### src/hdl/tcb_pkg.sv
/* TCB protocol definitions */

`default_nettype none

package tcb_pkg;

  //////////////////////////////////////////////////////////////////////
  // bus widths
  //////////////////////////////////////////////////////////////////////

  // byte address width
  localparam int unsigned TCB_ABW = 16;
  // byte lanes per data word
  localparam int unsigned TCB_BEW = 4;
  // bits per byte lane
  localparam int unsigned TCB_SLW = 8;
  // data word width
  localparam int unsigned TCB_DBW = TCB_BEW * TCB_SLW;

  // fixed response delay after a transfer, in cycles
  localparam int unsigned TCB_DLY = 1;

  //////////////////////////////////////////////////////////////////////
  // channel payloads
  //////////////////////////////////////////////////////////////////////

  // request, held stable while vld && !rdy
  typedef struct packed {
    logic               wen;  // 1 = write, 0 = read
    logic [TCB_ABW-1:0] adr;  // byte address
    logic [TCB_BEW-1:0] ben;  // one enable per lane
    logic [TCB_DBW-1:0] wdt;  // write data
  } tcb_req_t;

  // response, strobed TCB_DLY cycles after the transfer
  typedef struct packed {
    logic [TCB_DBW-1:0] rdt;  // read data
    logic               err;  // decode error
  } tcb_rsp_t;

endpackage

`default_nettype wire

### src/hdl/tcb_map_pkg.sv
/* memory subsystem address map */

`default_nettype none

package tcb_map_pkg;

  // number of banks
  localparam int unsigned MAP_NUM = 4;
  // word address bits per bank, 256 words
  localparam int unsigned MAP_AW = 8;
  // bank select width
  localparam int unsigned MAP_SW = $clog2(MAP_NUM);
  // byte offset inside a word
  localparam int unsigned MAP_OW = $clog2(tcb_pkg::TCB_BEW);
  // leftover high address bits, must be zero for a mapped access
  localparam int unsigned MAP_HW = tcb_pkg::TCB_ABW - MAP_SW - MAP_AW - MAP_OW;
  // first byte address past the map
  localparam int unsigned MAP_END = MAP_NUM << (MAP_AW + MAP_OW);

  // routing view of an address, msb first
  typedef struct packed {
    logic [MAP_HW-1:0] hgh;  // out of map when nonzero
    logic [MAP_SW-1:0] sel;  // bank
    logic [MAP_AW-1:0] idx;  // word inside bank
    logic [MAP_OW-1:0] off;  // byte inside word
  } map_fld_t;

  // one address word, read as a number or as fields
  typedef union packed {
    logic [tcb_pkg::TCB_ABW-1:0] flat;
    map_fld_t                    fld;
  } map_adr_u;

endpackage

`default_nettype wire

### src/hdl/tcb_dec.sv
/* TCB request decoder */

`timescale 1ns/1ps
`default_nettype none

module tcb_dec (
  input  logic                                tcb,
  input  logic                                reset,
  // manager request
  input  tcb_pkg::tcb_req_t                   req,
  input  logic                                req_vld,
  output logic                                req_rdy,
  // bank requests
  output logic [tcb_map_pkg::MAP_NUM-1:0]     bank_vld,
  output tcb_pkg::tcb_req_t                   bank_req,
  input  logic [tcb_map_pkg::MAP_NUM-1:0]     bank_rdy,
  // transfer info for the response path
  output logic                                trn,
  output logic [tcb_map_pkg::MAP_SW-1:0]      trn_sel,
  output logic                                trn_err
);

  //////////////////////////////////////////////////////////////////////
  // address views
  //////////////////////////////////////////////////////////////////////

  tcb_map_pkg::map_adr_u adr;
  logic                  adr_ok;

  assign adr = req.adr;

  // flat compare against map end
  // same as high part being zero
  assign adr_ok = (adr.flat < tcb_map_pkg::MAP_END);

  //////////////////////////////////////////////////////////////////////
  // routing
  //////////////////////////////////////////////////////////////////////

  // payload is broadcast, only the valid is steered
  assign bank_req = req;

  // one valid per bank
  always_comb begin
    for (int i = 0; i < tcb_map_pkg::MAP_NUM; i++) begin
      bank_vld[i] = req_vld && adr_ok &&
                    (adr.fld.sel == tcb_map_pkg::MAP_SW'(i));
    end
  end

  // stall follows the addressed bank
  // unmapped requests are accepted right away
  assign req_rdy = adr_ok ? bank_rdy[adr.fld.sel] : 1'b1;

  //////////////////////////////////////////////////////////////////////
  // transfer info
  //////////////////////////////////////////////////////////////////////

  // handshake on the manager side
  assign trn = req_vld & req_rdy;

  // bank choice and error come from this decode only
  assign trn_sel = adr.fld.sel;
  assign trn_err = ~adr_ok;

  //////////////////////////////////////////////////////////////////////
  // checks
  //////////////////////////////////////////////////////////////////////

  // never two banks addressed at once
  bank_vld_onehot: assert property (
    @(posedge tcb) disable iff (reset)
    $onehot0(bank_vld)
  );

endmodule

`default_nettype wire

### config.mk
export PLATFORM = sky130hd
export DESIGN_NAME = tcb_dec
export DESIGN_NICKNAME = d
export VERILOG_FILES = /design/src/hdl/tcb_pkg.sv /design/src/hdl/tcb_map_pkg.sv /design/src/hdl/tcb_dec.sv
export SDC_FILE = /design/constraint.sdc
export NUM_CORES = 1
export LEC_CHECK = 0
export ABC_AREA = 0
export BUFFER_PORTS_ARGS = -buffer_cell sky130_fd_sc_hd__buf_2
export CAP_MARGIN = 0
export CORE_AREA = 2 2 48 50
export DETAILED_ROUTE_END_ITERATION = 8
export DIE_AREA = 0 0 50 52
export PLACE_DENSITY = 0.89
export SLEW_MARGIN = 25
export SYNTH_ARGS = -nofsm -noshare
export SYNTH_HDL_FRONTEND = slang
export SYNTH_SLANG_ARGS = --single-unit
### constraint.sdc
create_clock -name vclk -period 1.82
set_input_delay 0.364 -clock vclk [all_inputs]
set_output_delay 0.364 -clock vclk [all_outputs]
set_load 0.02 [all_outputs]
==> run summary, run 1 <==
Based on the critical path, the design can be clocked at up to 574 MHz. The finished cells cover 289 sq um. The transition time at the pin with the least slew margin came out at 316 ps. The area of the die is 0.00260 sq mm. The maximum number of pins on one net before global-route repair came out at 8. The first detailed-routing pass took 2 iterations.

The share of the synthesized area in the top cell type came out at 0.791. The power per standard cell area came out at 208 mW/mm^2. Synthesis produced a netlist whose cell count is 64.

The average wire length per cell after detail routing is 13.0 um. The fraction of layout cells with a size suffix above 1 came out at 0.946. By count the netlist is led by buf_4 (55), and4b_2 (2). The share of synthesized area occupied by flip-flops and latches came out at 0. The count of instances resized after the clock tree is built came out at 0. The per-cell via count in the routed design came out at 4.02. The number of antenna diodes in the final layout is 0.

For this run the aggregate overflow at the end of global routing stands at 0. The number of sequential storage elements came out at 0. In the global route stage, overall resource usage came out at 0.0499. By area the synthesized netlist is led by buf_4 (79%), and4b_2 (4.3%), mux4_2 (4.3%). The placed wire-length estimate came out at 748 um. The count of final max-slew check failures is 0. The final-report setup violation count is 0. The min-delay analysis places its worst path in the category in2out. The die is 52 um tall. Counting tap cells, the placed design contains a total of 64 instances. The finished layout holds 65 standard cells, fillers aside. The shortest period the worst path allows is 1740 ps. The critical path arrival is 1380 ps. Yosys instantiated no cell more often than buf_4.

The max-cap check violation count is 0. The net count reported at finish came out at 99. The highest cell delay on the worst timing path is 360 ps. The largest fanout of any net on the critical path came out at 4. The first-pass GRT wire length came out at 1020 um. The most frequent cell on the critical path is buf_2. The post-CTS setup buffer count is 0. The count of filler cells inserted in the layout came out at 239. The number of DRC markers after the initial detailed-route iteration is 2.

Measured against its own limit, the worst slew margin works out to 0.788. buf_4 takes more of the synthesized area than any other cell. In this design, the largest share of critical-path delay is due to simple AND/OR/NAND/NOR gates. The static power due to leakage came out at 0.145 nW. Once detail routing completed, the nets flagged for antenna violations numbered 0. The mean instance size in the synthesized netlist came out at 8.15 sq um. The total I/O pin count is 122. For this design, the slowest cell found on the critical path is nor4_4. The final count of hold timing violations is 0. The signal on the critical path passes through buf_2, nor4_4, buf_4, and4_2, buf_2. The area added between synthesis and finish came out at -44.6%. The width of the die is 50 um. The final wirelength is 843 um. The area of the placeable core came out at 0.00211 sq mm.

The initial antenna violation count came out at 0. The post-synthesis net count is 124. The via count of the first global-routing pass came out at 215. During placement, the flow inserted port buffers numbering 26. Across the whole layout, storage elements account for 0 sq um. The clock buffer instance count of the final layout came out at 0.

The yosys synthesis warning count came out at 0. Setup repair after global routing left no endpoint under its margin. At the worst endpoint, the required time is 1460 ps. The count of different cell masters after synthesis is 9. The area of combinational cells with multiple inputs came out at 105 sq um.

The floorplan has 17 rows. The total standard cell area after synthesis is 522 sq um. The initial utilization of the core area, before any placement, comes to 0.248. The cell area after placement came out at 282 sq um. The number of buffer and inverter instances along the worst setup path is 3. The post-route setup TNS is 0 ps. Buffers inserted to repair hold after CTS numbered 0. The run finished with clean final reports.

The critical path in this run is classified as in2out. After detailed routing, the number of remaining DRC violations is 0. The overall via count from detail_route came out at 261.

The final period utilization came out at 0.957. The worst setup path is captured at an output pin. The worst setup path is launched from a primary input. The maximum resistive drop on vdd is 0.0568 mV. The weighted congestion at the end of routability-driven global placement is 0.563.
-- power breakdown --
part,switching [mW],total [mW],internal (mW)
logic,0.0341,0.0600,0.0259
clock network,0,0,0
registers,0,0,0
total,0.0341,0.0600,0.0259
-- per-stage QoR --
step | hold slack [ps] | setup slack (ps) | power [mW] | utilization
after global placement | 728 | 92.8 | 0.0595 | 0.134
after CTS | 728 | 60.3 | 0.0601 | 0.134
final | 728 | 78.5 | 0.0600 | 0.137
after floorplan | 781 | 155 | 0.190 | -
after detailed placement | 728 | 65.5 | 0.0600 | 0.134
after global routing | 728 | 31.2 | 0.0640 | 0.137
-- layout by cell type, fill, tap and decap left out, drive strengths merged --
master	instances
nor4	1
mux4	1
nor4b	1
and4	1
and4b	2
nand2b	1
o21a	1
buf	28
inv	1
-- final timing paths --
path / start / endpoint / slack, ps / cells past startpoint
min: req[0] / bank_req[0] / 730 / 0
max: req[48] / bank_vld[3] / 80 / 5
-- metal layers --
layer / GRT usage / up-vias / share of wire / wire length [um]
li1: - / 97 / - / -
met1: 0.0397 / 113 / 0.28 / 233
met2: 0.0833 / 37 / 0.45 / 380
met3: 0.0172 / 14 / 0.18 / 151
met4: 0.0694 / 0 / 0.093 / 78
met5: 0 / - / 0 / 0
-- cell families (layout without fill, tap and decap cells) --
group	after synthesis	in the layout	synth area share
AOI/OAI and AO/OA	1	1	0.0144
muxes	1	1	0.0432
and+or+nand+nor	6	6	0.144
buffers and inverters	56	29	0.799
-- layout make-up --
class	count	area share
inverters	1	0.0130
multi-input cells	8	0.364
well taps	28	0.121
repair buffers	28	0.502
No activity file was read; power rests on OpenSTA's default activity.
==> run 2: changes to the inputs <==
--- a/config.mk
+++ b/config.mk
@@ -5,13 +5,14 @@
 export SDC_FILE = /design/constraint.sdc
 export NUM_CORES = 1
 export LEC_CHECK = 0
-export ABC_AREA = 0
+export ABC_AREA = 1
 export BUFFER_PORTS_ARGS = -buffer_cell sky130_fd_sc_hd__buf_2
 export CAP_MARGIN = 0
-export CORE_AREA = 2 2 48 50
+export CORE_UTILIZATION = 25
 export DETAILED_ROUTE_END_ITERATION = 8
-export DIE_AREA = 0 0 50 52
+export MAX_ROUTING_LAYER = met4
 export PLACE_DENSITY = 0.89
+export RECOVER_POWER = 100
 export SLEW_MARGIN = 25
 export SYNTH_ARGS = -nofsm -noshare
 export SYNTH_HDL_FRONTEND = slang
==> run 2 against run 1 <==
Net effect:
- hold slack about the same
- routed wire length down 9.8%
- via count up 0.77%
- total power down 5.8%
- non-clock buffer count down 2
- first-iteration DRC count rose to 4.5 times the previous value
- sequential share of layout area unchanged
- combinational power down 5.8%
- synthesized cell count up 17%
- sequential cell count unchanged
- largest power group unchanged
- highest routed layer unchanged
==> run summary, run 2 <==
The library cells used most frequently in the layout, excluding fill and tap cells, are buf_2 (14), clkbuf_1 (12), nor4_1 (4), nand3_1 (4), nor2_2 (3). The floorplan has 16 rows. For this run, the detailed router's first-pass iteration total came to 4. The largest fanout of any net on the critical path came out at 5. The weighted congestion at the end of routability-driven global placement is 0.493. The overall via count from detail_route came out at 263.

The total standard cell area after synthesis is 519 sq um. The combinational share of power came out at 1.000. The maximum number of pins on one net before global-route repair came out at 9. The number of nets still failing antenna checks after routing is 0.

The sum of internal, switching and leakage power came out at 0.0565 mW. In this run the worst hold path is classified as in2out. The net count of the finished layout is 108. The data required time at the worst endpoint came out at 1460 ps. The total I/O pin count came out at 122. The highest cell delay on the worst timing path came out at 260 ps. The area of combinational cells with multiple inputs is 91.3 sq um. The critical path arrival is 1210 ps. The switching power as a share of total power came out at 0.675. The number of instances in the synthesized netlist came out at 75. Post-CTS repair changed the size of 0 cells. After floorplanning, the core was sized to cover 0.00196 sq mm. The number of buffer and inverter instances along the worst setup path is 2.

Dividing the detail-routed via count by the number of cells gives 3.60. The static power due to leakage is 0.105 nW. The type of destination of the critical path is an output pin.

The share of total power dissipated in the clock network is 0. The post-CTS setup buffer count is 0. Leaving out fill and tap cells, the most frequent cell in the layout is buf_2. The share of the synthesized area in the top cell type came out at 0.795.

The maximum resistive drop on vdd is 0.0674 mV. The maximum clock frequency is 635 MHz. The area of the die is 0.00226 sq mm. The internal power of the cells totals 0.0184 mW. The commonest cells after synthesis are buf_4 (55), nand3_1 (4), nor4_1 (4).

The area added between synthesis and finish is -50.8%. The final-report setup violation count came out at 0. The post-route setup TNS is 0 ps. The run finished with clean final reports. The max-cap check violation count came out at 0. The height of the chip is 47.6 um. For this run, the register share of the synthesized area comes to 0. The sort of element at the start of the critical path is a primary input. The sequential share of power is 0. After synthesis, the cell types taking the most area are buf_4 (80%), nor4_1 (4.8%), nand3_1 (3.9%).

Synthesis instantiated 10 different standard cells from the library. Setup repair after global routing left no endpoint under its margin. In the post-synthesis netlist, the cell with the most instances is buf_4. The final count of hold timing violations is 0. The fraction of layout cells with a size suffix above 1 is 0.457. Summed over all nets, the half-perimeter wirelength after detailed placement is 636 um. The via count of the first global-routing pass is 189. The total overflow reported by the global router came out at 0. The final period utilization came out at 0.866. The normalized max-slew margin came out at 0.766.

The transition time at the pin with the least slew margin is 351 ps. The mean instance size in the synthesized netlist came out at 6.92 sq um. Grouping stages by cell kind, the critical path spends the most delay in simple AND/OR/NAND/NOR gates. The post-synthesis net count is 135. The count of filler cells inserted in the layout is 256. Traced cell by cell, the critical path runs through buf_2, nor2_2, nand2_2, nor4_1, clkbuf_1. Registers take 0 sq um.

The number of buffers added on ports is 26. The power per standard cell area is 221 mW/mm^2. The first-pass GRT wire length came out at 890 um. The number of sequential storage elements is 0. The clock buffer instance count of the final layout is 0. The startpoint-to-endpoint class of the critical path is in2out.

The slowest stage of the critical path is the clkbuf_1 cell. The effective utilization at floorplan came out at 0.265. The count of antenna diodes in the layout is 0. For this design the total switching power over the nets is 0.0382 mW. The average wire length per cell after detail routing is 10.4 um. The shortest period the worst path allows is 1580 ps. In the routed design, unresolved DRC markers number 0. Summed over all layers, the routed wires come to 760 um.

The quantity of hold-fixing buffers added after cts is 0. Of all cell types, the one taking the most synthesized area is buf_4. From left edge to right edge, the die measures 47.6 um. For this run, the total global-route usage over all layers was measured as 0.0563. The count of final max-slew check failures came out at 0. The number of DRC markers after the initial detailed-route iteration is 9. The initial antenna violation count is 0. The Yosys step of the flow raised 0 warnings.
-- run 2: changes by cell type in the layout (fill, tap and decap cells not counted), sizes merged, moves of 2 or more --
cell / delta
nand3: +5
nor2: +5
and4b: -2
clkbuf: +12
nor4: +3
buf: -14
nand2: +2
inv: +3
-- run 2: routing by layer --
layer | vias up | routed length, um | global-route usage
met3 | 6 | 132 | 0.0415
met2 | 16 | 351 | 0.0658
met4 | 0 | 16 | 0.0389
met5 | - | 0 | -
li1 | 122 | - | -
met1 | 119 | 259 | 0.0644
-- run 2: layout make-up --
type,count,share of cell area
multi-input combinational,16,0.358
inverter,4,0.0588
tap,27,0.132
timing repair buffer,26,0.451
-- run 2: metrics by stage --
stage / area (sq um) / hold WS, ps / setup WS, ps / utilization / instances
3_3_place_gp: 270 / 728 / 282 / 0.138 / 73
5_1_grt: 255 / 728 / 77.4 / 0.130 / 73
2_1_floorplan: 519 / 810 / 167 / - / 75
6_report: 255 / 728 / 245 / 0.130 / 73
3_5_place_dp: 270 / 728 / 280 / 0.138 / 73
4_1_cts: 270 / 728 / 271 / 0.138 / 73
-- run 2: cells by family (layout without fill, tap and decap cells) --
family | after synthesis | after routing | share of synthesized area
and+or+nand+nor | 16 | 16 | 0.176
buffers and inverters | 59 | 30 | 0.824
-- run 2: path summary, 6_finish.rpt --
kind	endpoint	cells after the start	slack [ps]	from
setup / recovery	bank_vld[0]	5	240	req[49]
hold / removal	bank_req[11]	0	730	req[11]
-- run 2: power groups by stage --
stage / clock network (mW) / logic, mW / registers [mW]
2_1_floorplan: 0 / 0.193 / 0
3_3_place_gp: 0 / 0.0591 / 0
3_5_place_dp: 0 / 0.0599 / 0
4_1_cts: 0 / 0.0600 / 0
5_1_grt: 0 / 0.0642 / 0
6_report: 0 / 0.0565 / 0
