File: config.mk
export PLATFORM = sky130hd
export DESIGN_NAME = tcb_rsp_mux
export DESIGN_NICKNAME = d
export VERILOG_FILES = /design/src/hdl/tcb_pkg.sv /design/src/hdl/tcb_map_pkg.sv /design/src/hdl/tcb_rsp_mux.sv
export SDC_FILE = /design/constraint.sdc
export NUM_CORES = 1
export LEC_CHECK = 0
export BUFFER_PORTS_ARGS = -buffer_cell sky130_fd_sc_hd__buf_2
export CAP_MARGIN = 40
export CELL_PAD_IN_SITES_DETAIL_PLACEMENT = 1
export CELL_PAD_IN_SITES_GLOBAL_PLACEMENT = 1
export CORE_MARGIN = 1
export CORE_UTILIZATION = 19
export CTS_BUF_LIST = sky130_fd_sc_hd__clkbuf_8
export DETAILED_ROUTE_END_ITERATION = 7
export PLACE_DENSITY_LB_ADDON = 0.1
export SLEW_MARGIN = 25
export SYNTH_ARGS = -nofsm -noshare
export SYNTH_HDL_FRONTEND = slang
export SYNTH_SLANG_ARGS = --single-unit
File: constraint.sdc
create_clock -name tcb -period 1.35 [get_ports tcb]
set_input_delay 0.135 -clock tcb [delete_from_list [all_inputs] [get_ports tcb]]
set_output_delay 0.135 -clock tcb [all_outputs]
set_load 0.02 [all_outputs]
File: src/hdl/tcb_pkg.sv
/* TCB protocol definitions */

`default_nettype none

package tcb_pkg;

  //////////////////////////////////////////////////////////////////////
  // bus widths
  //////////////////////////////////////////////////////////////////////

  // byte address width
  localparam int unsigned TCB_ABW = 16;
  // byte lanes per data word
  localparam int unsigned TCB_BEW = 4;
  // bits per byte lane
  localparam int unsigned TCB_SLW = 8;
  // data word width
  localparam int unsigned TCB_DBW = TCB_BEW * TCB_SLW;

  // fixed response delay after a transfer, in cycles
  localparam int unsigned TCB_DLY = 1;

  //////////////////////////////////////////////////////////////////////
  // channel payloads
  //////////////////////////////////////////////////////////////////////

  // request, held stable while vld && !rdy
  typedef struct packed {
    logic               wen;  // 1 = write, 0 = read
    logic [TCB_ABW-1:0] adr;  // byte address
    logic [TCB_BEW-1:0] ben;  // one enable per lane
    logic [TCB_DBW-1:0] wdt;  // write data
  } tcb_req_t;

  // response, strobed TCB_DLY cycles after the transfer
  typedef struct packed {
    logic [TCB_DBW-1:0] rdt;  // read data
    logic               err;  // decode error
  } tcb_rsp_t;

endpackage

`default_nettype wire

File: src/hdl/tcb_map_pkg.sv
/* memory subsystem address map */

`default_nettype none

package tcb_map_pkg;

  // number of banks
  localparam int unsigned MAP_NUM = 4;
  // word address bits per bank, 256 words
  localparam int unsigned MAP_AW = 8;
  // bank select width
  localparam int unsigned MAP_SW = $clog2(MAP_NUM);
  // byte offset inside a word
  localparam int unsigned MAP_OW = $clog2(tcb_pkg::TCB_BEW);
  // leftover high address bits, must be zero for a mapped access
  localparam int unsigned MAP_HW = tcb_pkg::TCB_ABW - MAP_SW - MAP_AW - MAP_OW;
  // first byte address past the map
  localparam int unsigned MAP_END = MAP_NUM << (MAP_AW + MAP_OW);

  // routing view of an address, msb first
  typedef struct packed {
    logic [MAP_HW-1:0] hgh;  // out of map when nonzero
    logic [MAP_SW-1:0] sel;  // bank
    logic [MAP_AW-1:0] idx;  // word inside bank
    logic [MAP_OW-1:0] off;  // byte inside word
  } map_fld_t;

  // one address word, read as a number or as fields
  typedef union packed {
    logic [tcb_pkg::TCB_ABW-1:0] flat;
    map_fld_t                    fld;
  } map_adr_u;

endpackage

`default_nettype wire

File: src/hdl/tcb_rsp_mux.sv
/* TCB response multiplexer */

`timescale 1ns/1ps
`default_nettype none

module tcb_rsp_mux (
  input  logic                           tcb,
  input  logic                           reset,
  // transfer info from the decoder
  input  logic                           trn,
  input  logic [tcb_map_pkg::MAP_SW-1:0] trn_sel,
  input  logic                           trn_err,
  // bank responses
  input  tcb_pkg::tcb_rsp_t              bank_rsp [tcb_map_pkg::MAP_NUM],
  // manager response
  output tcb_pkg::tcb_rsp_t              rsp,
  output logic                           rsp_vld
);

  // one stage of the routing pipeline
  typedef struct packed {
    logic                           trn;
    logic [tcb_map_pkg::MAP_SW-1:0] sel;
    logic                           err;
  } stg_t;

  localparam int unsigned LST = tcb_pkg::TCB_DLY - 1;

  stg_t pip [tcb_pkg::TCB_DLY];

  //////////////////////////////////////////////////////////////////////
  // routing delay, matches bank read latency
  //////////////////////////////////////////////////////////////////////

  always_ff @(posedge tcb) begin
    if (reset) begin
      for (int i = 0; i < tcb_pkg::TCB_DLY; i++) begin
        pip[i] <= '0;
      end
    end else begin
      pip[0] <= '{trn: trn, sel: trn_sel, err: trn_err};
      // deeper stages, empty loop when delay is 1
      for (int i = 1; i < tcb_pkg::TCB_DLY; i++) begin
        pip[i] <= pip[i-1];
      end
    end
  end

  //////////////////////////////////////////////////////////////////////
  // output select
  //////////////////////////////////////////////////////////////////////

  assign rsp_vld = pip[LST].trn;

  // decode error answers with zero data
  assign rsp = pip[LST].err ? tcb_pkg::tcb_rsp_t'{rdt: '0, err: 1'b1}
                            : bank_rsp[pip[LST].sel];

  // pipeline comes out of reset empty
  no_rsp_after_rst: assert property (
    @(posedge tcb)
    reset |=> !rsp_vld
  );

endmodule

`default_nettype wire

==> results of run 1 <==
per-stage QoR:
stage	worst slack, ns	cells	hold slack [ns]
2_1_floorplan	0.0496	122	0.207
3_3_place_gp	0.0232	361	0.341
3_5_place_dp	0.00733	361	0.344
4_1_cts	-0.187	373	0.115
5_1_grt	-0.218	372	0.128
6_report	-0.173	372	0.113
logic make-up (layout without fill, tap and decap cells):
| group | Yosys count | in the layout | share of synthesized area |
|---|---|---|---|
| compound gates | 32 | 32 | 0.172 |
| buf+inv | 14 | 189 | 0.151 |
| flops | 4 | 4 | 0.0688 |
| mux | 65 | 65 | 0.570 |
| simple gates | 7 | 7 | 0.0387 |
path summary, 6_finish.rpt:
path                  start   endpoint  slack (ns)
setup / recovery  pip[0][1]     rsp[0]       -0.17
hold / removal        reset  pip[0][2]        0.11
Yosys cell counts:
cell type / number
buf_2: 2
nor2b_1: 4
o22ai_1: 32
or2_1: 2
buf_6: 5
or2b_1: 1
buf_12: 3
mux2i_1: 64
buf_8: 3
dfxtp_1: 4
clkbuf_1: 1
mux4_2: 1
where the power goes:
group	leakage (nW)	total (W)	switching, W	internal, W
Combinational	1.14	0.000906	0.000419	0.000487
Clock	0.0269	0.000254	0.0000601	0.000194
Sequential	0.0342	0.000134	0.00000848	0.000125
cells in the final DEF, fill, tap and decap left out:
cell type	netlist	final
buf_16	0	2
buf_6	5	10
buf_4	0	22
mux2i_1	64	53
buf_2	2	146
mux4_2	1	1
dfxtp_2	0	1
or2_1	2	2
dfxtp_1	4	2
nor2b_1	4	4
inv_1	0	1
clkbuf_8	0	3
dfxtp_4	0	1
clkbuf_16	0	1
or2b_1	1	1
o22ai_1	32	29
o22ai_2	0	3
buf_12	3	4
mux2i_2	0	11
what timing repair did:
item	in CTS	in global routing
buffers inserted	5	0
gates resized for setup	25	34
endpoints found under the setup margin	33	33
pin swaps	3	7
cloned	3	1
metal layers:
layer  vias to the layer above  GRT usage  routed length (um)
met4                         0     0.0357                  67
met3                         6     0.0216                 393
met1                       769      0.161                2100
met5                         -          0                   0
met2                        78      0.290                2920
li1                        838          -                   -
cell type report:
cell class / instances / area [um2] / area share
well taps: 75 / 93.8 / 0.0397
flip-flops and latches: 4 / 85.1 / 0.0360
multi-input cells: 104 / 968 / 0.410
repair buffers: 185 / 1170 / 0.495
clock inverters: 1 / 3.75 / 0.00159
clock buffers: 3 / 41.3 / 0.0175
==> results.cfg, run 1 <==
[worst_setup_path]
critPathRequiredTime_ns = 1.22
critical_path.cell_chain = mux4_2 -> or2_1 -> buf_6
cp.buffers_inverters = 1
critPathTopFamily = multiplexers
cp_max_fo = 3
cell_with_the_biggest_individual_delay_on_the_critical_path = mux4_2
worstSetupStartpointType = register
critPathMaxStageDelay_ns = 0.48
critical_path_depth = 3
crit_arrival_ns = 1.39
category_of_the_worst_setup_path_capture_point = output port
critical_path_class = reg2out

[die]
die_height_um = 80.3
floorplan.rows = 28
die_width_um = 80.3
ioPinCount = 172
die-area_mm2 = 0.00644
initial_utilization = 0.197
core_region_area_mm2 = 0.00592

[final_layout]
antenna_cells = 0
finish.net_count = 436
drive_above_1_share = 0.690
stdcell_area_mm2 = 0.00236
layout_top_registers = pip (4)
layout.core_utilization = 0.399
fillerInstances = 747
largest_reg_flops = 4
synthToLayoutAreaGrowth_pct = 103
largest-register = pip

[job]
timing.max_cap.violations = 0

[sta]
unrepaired_setup_endpoints_after_global_routing = true
fmaxAchievable_ghz = 0.656
timing_max_transition_violations_final = 0
finalWorstSetupSlack_ns = -0.173
report.final.hold_viol_count = 0
worst_pin_slew_ns = 0.176
finalSetupViolations = 33
relSlewSlack = 0.880
post-route-period-util = 1.13
fin_tns_setup_ns = -3.85
post-route-min-period_ns = 1.52

[power_and_ir_drop]
vdd.ir_drop.worst_mv = 0.560
power.total_w = 0.00129
power.density_mw_per_mm2 = 548
power.static_leakage_nw = 1.20

[clocking]
cts_made_buffers = 3
cts_hold_buffers = 0
cts-root-buf = clkbuf_8
clkSlewWorstSetupHoldPaths_ns = 0.03
max-clock-path-buffers = 2
clock_tree_from_tritoncts = done
cts.sinks = 4
cts_htree_levels = 1

[grt]
grt_max_degree = 20
antenna_found_initial = 0
grt_use_total = 0.147
grt_first_pass_wirelength_mm = 7.42
grt_pass1_vias = 1546
grt_overflow = 0

[run_status]
outcome = complete, but fails checks
failed_checks = setup timing

[logic_synthesis]
yosys.area.top_type_share = 0.551
synth.yosys.seq_area_share = 0.0688
syn_warnings = 0
postSynthNetCount = 260
synth_area_mm2 = 0.00116
synth_area_leader_cell = mux2i_1
ys_seq_elements = 4
syn-mean-instance-area_um2 = 9.54
netlist-cell-type-count = 12
synth_area_leaders = mux2i_1, o22ai_1, dfxtp_1, buf_12, buf_6
syn-instance-count = 122

[min_path]
hold_depth = 2
hp-class = in2reg

[placed_design]
place.gp.congestion = 0.720
portBuffers = 171
place_area_mm2 = 0.00202
dp_hpwl_mm = 4.14

[drt]
drc_errors = 0
route.detailed.wl_per_inst_um = 14.7
detail-route-antenna-nets = 0
finalWirelength_mm = 5.48
drt-initial-drc-count = 22
detail_route.vias_per_cell = 4.55
via_count = 1691
firstDrtPassIters = 4
Note: power is estimated with default switching activity, not from simulation.
==> run 2, diff against run 1 <==
- CORE_ASPECT_RATIO: unset -> 1.4
==> run 2 against run 1 <==
The run still ends with setup timing left. Via count increased by 3.0%. Sequential cell count did not move. Die area barely moved. Core utilization shrank 0.057 points.
==> results.cfg, run 2 (synthesis results as in run 1) <==
[die]
core_region_area_mm2 = 0.00586
initial_utilization = 0.198
die-area_mm2 = 0.00645
floorplan.rows = 33
die_height_um = 94.6
ioPinCount = 172
die_width_um = 68.1

[grt]
grt_use_total = 0.141
grt_overflow = 0
grt_pass1_vias = 1608
grt_max_degree = 25
antenna_found_initial = 0
grt_first_pass_wirelength_mm = 7.04

[run_status]
outcome = complete, but fails checks
failed_checks = setup timing

[job]
timing.max_cap.violations = 0

[power_and_ir_drop]
power.total_w = 0.00128
power.density_mw_per_mm2 = 548
power.static_leakage_nw = 1.19
vdd.ir_drop.worst_mv = 0.748

[final_layout]
largest_reg_flops = 4
area_taken_by_multi_input_logic_gates_um2 = 978
layout.cells.most_common_list = buf_2, mux2i_1, o22ai_1
fillerInstances = 751
synthToLayoutAreaGrowth_pct = 101
layout_top_registers = pip (4)
drive_above_1_share = 0.677
regArea_um2 = 85.1
commonest_non_fill_non_tap_cell_in_the_layout = buf_2
finish.net_count = 436
stdcell_area_mm2 = 0.00233
antenna_cells = 0
largest-register = pip

[placed_design]
portBuffers = 171
place.gp.congestion = 0.737
dp_hpwl_mm = 4.27
place_area_mm2 = 0.00202

[drt]
route.detailed.wl_per_inst_um = 14.5
finalWirelength_mm = 5.32
drt-initial-drc-count = 17
drc_errors = 0
detail-route-antenna-nets = 0
firstDrtPassIters = 2
via_count = 1741
detail_route.vias_per_cell = 4.74

[sta]
unrepaired_setup_endpoints_after_global_routing = true
fmaxAchievable_ghz = 0.658
worst_pin_slew_ns = 0.166
finalSetupViolations = 33
finalWorstSetupSlack_ns = -0.170
relSlewSlack = 0.886
post-route-min-period_ns = 1.52
post-route-period-util = 1.13
report.final.hold_viol_count = 0
timing_max_transition_violations_final = 0

[worst_setup_path]
crit_arrival_ns = 1.38
worstSetupStartpointType = register
cell_with_the_biggest_individual_delay_on_the_critical_path = mux4_2
critPathMaxStageDelay_ns = 0.48
critical_path_class = reg2out
critPathRequiredTime_ns = 1.22
cp_max_fo = 3
category_of_the_worst_setup_path_capture_point = output port
cp.buffers_inverters = 1
critical_path.cell_chain = mux4_2 -> or2_1 -> buf_6
critPathTopFamily = multiplexers

[clocking]
max-clock-path-buffers = 2
cts_made_buffers = 3
clock_tree_from_tritoncts = done
cts-root-buf = clkbuf_8
cts_hold_buffers = 0
clkSlewWorstSetupHoldPaths_ns = 0.04
cts_htree_levels = 1
cts.sinks = 4

[min_path]
hp-class = in2reg
run 2: changes by cell type in the layout (fill, tap and decap cells not counted), sizes merged:
cell    change
buf         -1
clkbuf      +1
run 2: area by class of cell:
cell class,instances,area share
multi-input combinational,104,0.419
clock inverter,1,0.00161
timing repair buffer,185,0.488
sequential,4,0.0364
clock buffer,3,0.0177
tap,70,0.0375
run 2: per-layer routing:
| metal | GRT usage | wire (um) |
|---|---|---|
| met1 | 0.146 | 1830 |
| met2 | 0.277 | 2890 |
| met3 | 0.0266 | 532 |
| met4 | 0.0347 | 65 |
| met5 | 0 | 0 |
run 2: repair_timing:
action / in CTS / in global routing
pin swaps: 1 / 10
setup endpoints to repair: 33 / 33
resized for setup: 33 / 23
cloned: 0 / 3
buffers inserted: 0 / 5
run 2: path summary, 6_finish.rpt:
path	from	end	slack [ns]	depth (start not counted)
setup / recovery	pip[0][1]	rsp[0]	-0.17	3
hold / removal	reset	pip[0][2]	0.11	2
run 2: report_power, final:
| part | total (W) | switching [W] | internal, W |
|---|---|---|---|
| logic | 0.000887 | 0.000412 | 0.000474 |
| clock network | 0.000258 | 0.0000643 | 0.000194 |
| registers | 0.000135 | 0.00000941 | 0.000125 |
| total | 0.00128 | 0.000486 | 0.000793 |
run 2: per-stage QoR:
step / hold slack (ns) / worst slack [ns] / setup TNS (ns) / std cells / util
after floorplan: 0.207 / 0.0496 / 0 / 122 / -
after global placement: 0.339 / 0.0232 / 0 / 357 / 0.345
after detailed placement: 0.342 / 0.00377 / 0 / 357 / 0.345
after CTS: 0.113 / -0.181 / -4.17 / 361 / 0.375
after global routing: 0.121 / -0.254 / -6.48 / 367 / 0.398
final: 0.110 / -0.170 / -4.37 / 367 / 0.398
==> run 3, diff against run 2 <==
- RECOVER_POWER: unset -> 100
==> run 3 against run 2 <==
The run still ends with setup timing left. Routed wire length barely moved. Final area barely moved. Clock power about the same. Non-clock buffer count stayed put. Global-route usage stayed put. Die area is the same. Power is 0.18% lower. Sequential share of layout area about the same. Critical path type unchanged. Largest cell class unchanged.
==> results.cfg, run 3 (synthesis results as in run 1) <==
[run_status]
outcome = complete, but fails checks
failed_checks = setup timing

[power_and_ir_drop]
power.density_mw_per_mm2 = 547
power.combinational.fraction = 0.694
vdd.ir_drop.worst_mv = 0.741
p_sw_frac = 0.379
power.share.sequential = 0.105
clock_power_share = 0.201
power.static_leakage_nw = 1.19
power.total_w = 0.00128
cellInternalPower_w = 0.000793
power.net_switching_w = 0.000484

[final_layout]
synthToLayoutAreaGrowth_pct = 101
finish.net_count = 436
drive_above_1_share = 0.673
layout_top_registers = pip (4)
largest_reg_flops = 4
commonest_non_fill_non_tap_cell_in_the_layout = buf_2
final_cell_count_no_fill = 367
fillerInstances = 752
antenna_cells = 0
layout.cells.most_common_list = buf_2, mux2i_1, o22ai_1
largest-register = pip

[drt]
finalWirelength_mm = 5.32
firstDrtPassIters = 2
detail-route-antenna-nets = 0
route.detailed.wl_per_inst_um = 14.5
via_count = 1741
detail_route.vias_per_cell = 4.74
drt-initial-drc-count = 17
drc_errors = 0

[worst_setup_path]
critical_path.cell_chain = mux4_2 -> or2_1 -> buf_6
critical_path_class = reg2out
cell_with_the_biggest_individual_delay_on_the_critical_path = mux4_2
critPathRequiredTime_ns = 1.22
critPathMaxStageDelay_ns = 0.48
worstSetupStartpointType = register
category_of_the_worst_setup_path_capture_point = output port
cp_max_fo = 3
crit_arrival_ns = 1.38

[clocking]
cts_made_buffers = 3
cts_hold_buffers = 0
clkSlewWorstSetupHoldPaths_ns = 0.04
cts-root-buf = clkbuf_8
max-clock-path-buffers = 2
clock_tree_from_tritoncts = done
cts.sinks = 4
cts_htree_levels = 1

[grt]
grt_max_degree = 25
globalRouteMet3Util = 0.0266
grt_pass1_vias = 1608
grt_use_total = 0.141
grt_first_pass_wirelength_mm = 7.04
grt_overflow = 0
antenna_found_initial = 0
routing_usage_on_met1 = 0.146
busiest_layer = met2
grtUsageMet2 = 0.277

[sta]
relSlewSlack = 0.815
timing_max_transition_violations_final = 0
worst_pin_slew_ns = 0.279
post-route-min-period_ns = 1.52
report.final.hold_viol_count = 0
fmaxAchievable_ghz = 0.658
unrepaired_setup_endpoints_after_global_routing = true
finalSetupViolations = 33
finalWorstSetupSlack_ns = -0.169
hold_ws_ns = 0.111
post-route-period-util = 1.13

[die]
initial_utilization = 0.198
die-area_mm2 = 0.00645
die_height_um = 94.6
ioPinCount = 172
floorplan.rows = 33
die_width_um = 68.1
core_region_area_mm2 = 0.00586

[placed_design]
portBuffers = 171
dp_hpwl_mm = 4.27
place.gp.congestion = 0.737
dpl.cell_count = 357
dp_slack_ns = 0.00377

[min_path]
hp-class = in2reg

[job]
timing.max_cap.violations = 0
-- run 3: cell types whose count changed in the layout (fill, tap and decap cells not counted) --
cell / previous run / this run
buf_2: 150 / 149
clkbuf_1: 0 / 1
-- run 3: power groups by stage --
stage,sequential [W],clock (W),combinational [W]
floorplan,0.000132,0,0.000460
global route,0.000136,0.000275,0.000956
finish,0.000135,0.000256,0.000886
detailed placement,0.000134,0,0.000763
CTS,0.000134,0.000262,0.000835
global placement,0.000134,0,0.000757
-- run 3: cell type report --
cell class | instances | area, um2 | share of cell area
multi-input combinational | 104 | 978 | 0.419
sequential | 4 | 85.1 | 0.0365
timing repair buffer | 185 | 1140 | 0.487
tap | 70 | 87.6 | 0.0375
clock buffer | 3 | 41.3 | 0.0177
clock inverter | 1 | 3.75 | 0.00161
-- run 3: layer usage --
metal / up-vias / wire length [um]
met3: 6 / 530
met4: 0 / 65
li1: 836 / -
met5: - / 0
met1: 800 / 1830
met2: 99 / 2890
-- run 3: worst paths after layout --
check,from,endpoint,slack [ns],depth (start not counted)
worst max-delay path,pip[0][1],rsp[0],-0.17,3
worst min-delay path,reset,pip[0][2],0.11,2
-- run 3: through the flow --
step           TNS (ns)  instance area (um2)   util
5_1_grt           -6.48                 2330  0.398
6_report          -4.33                 2330  0.398
4_1_cts           -4.17                 2200  0.375
3_3_place_gp          0                 2020  0.345
3_5_place_dp          0                 2020  0.345
2_1_floorplan         0                 1160      -
-- run 3: critical path: cells and delay by family (launching register included) --
family / cells / cell delay, ns
and+or+nand+nor: 1 / 0.23
muxes: 1 / 0.48
DFF: 1 / 0.33
buffers and inverters: 1 / 0.14
-- run 3: timing repair --
item	CTS	global route
pin swaps	1	10
setup buffers	0	5
cloned	0	3
endpoints found under the setup margin	33	33
gates resized for setup	33	23
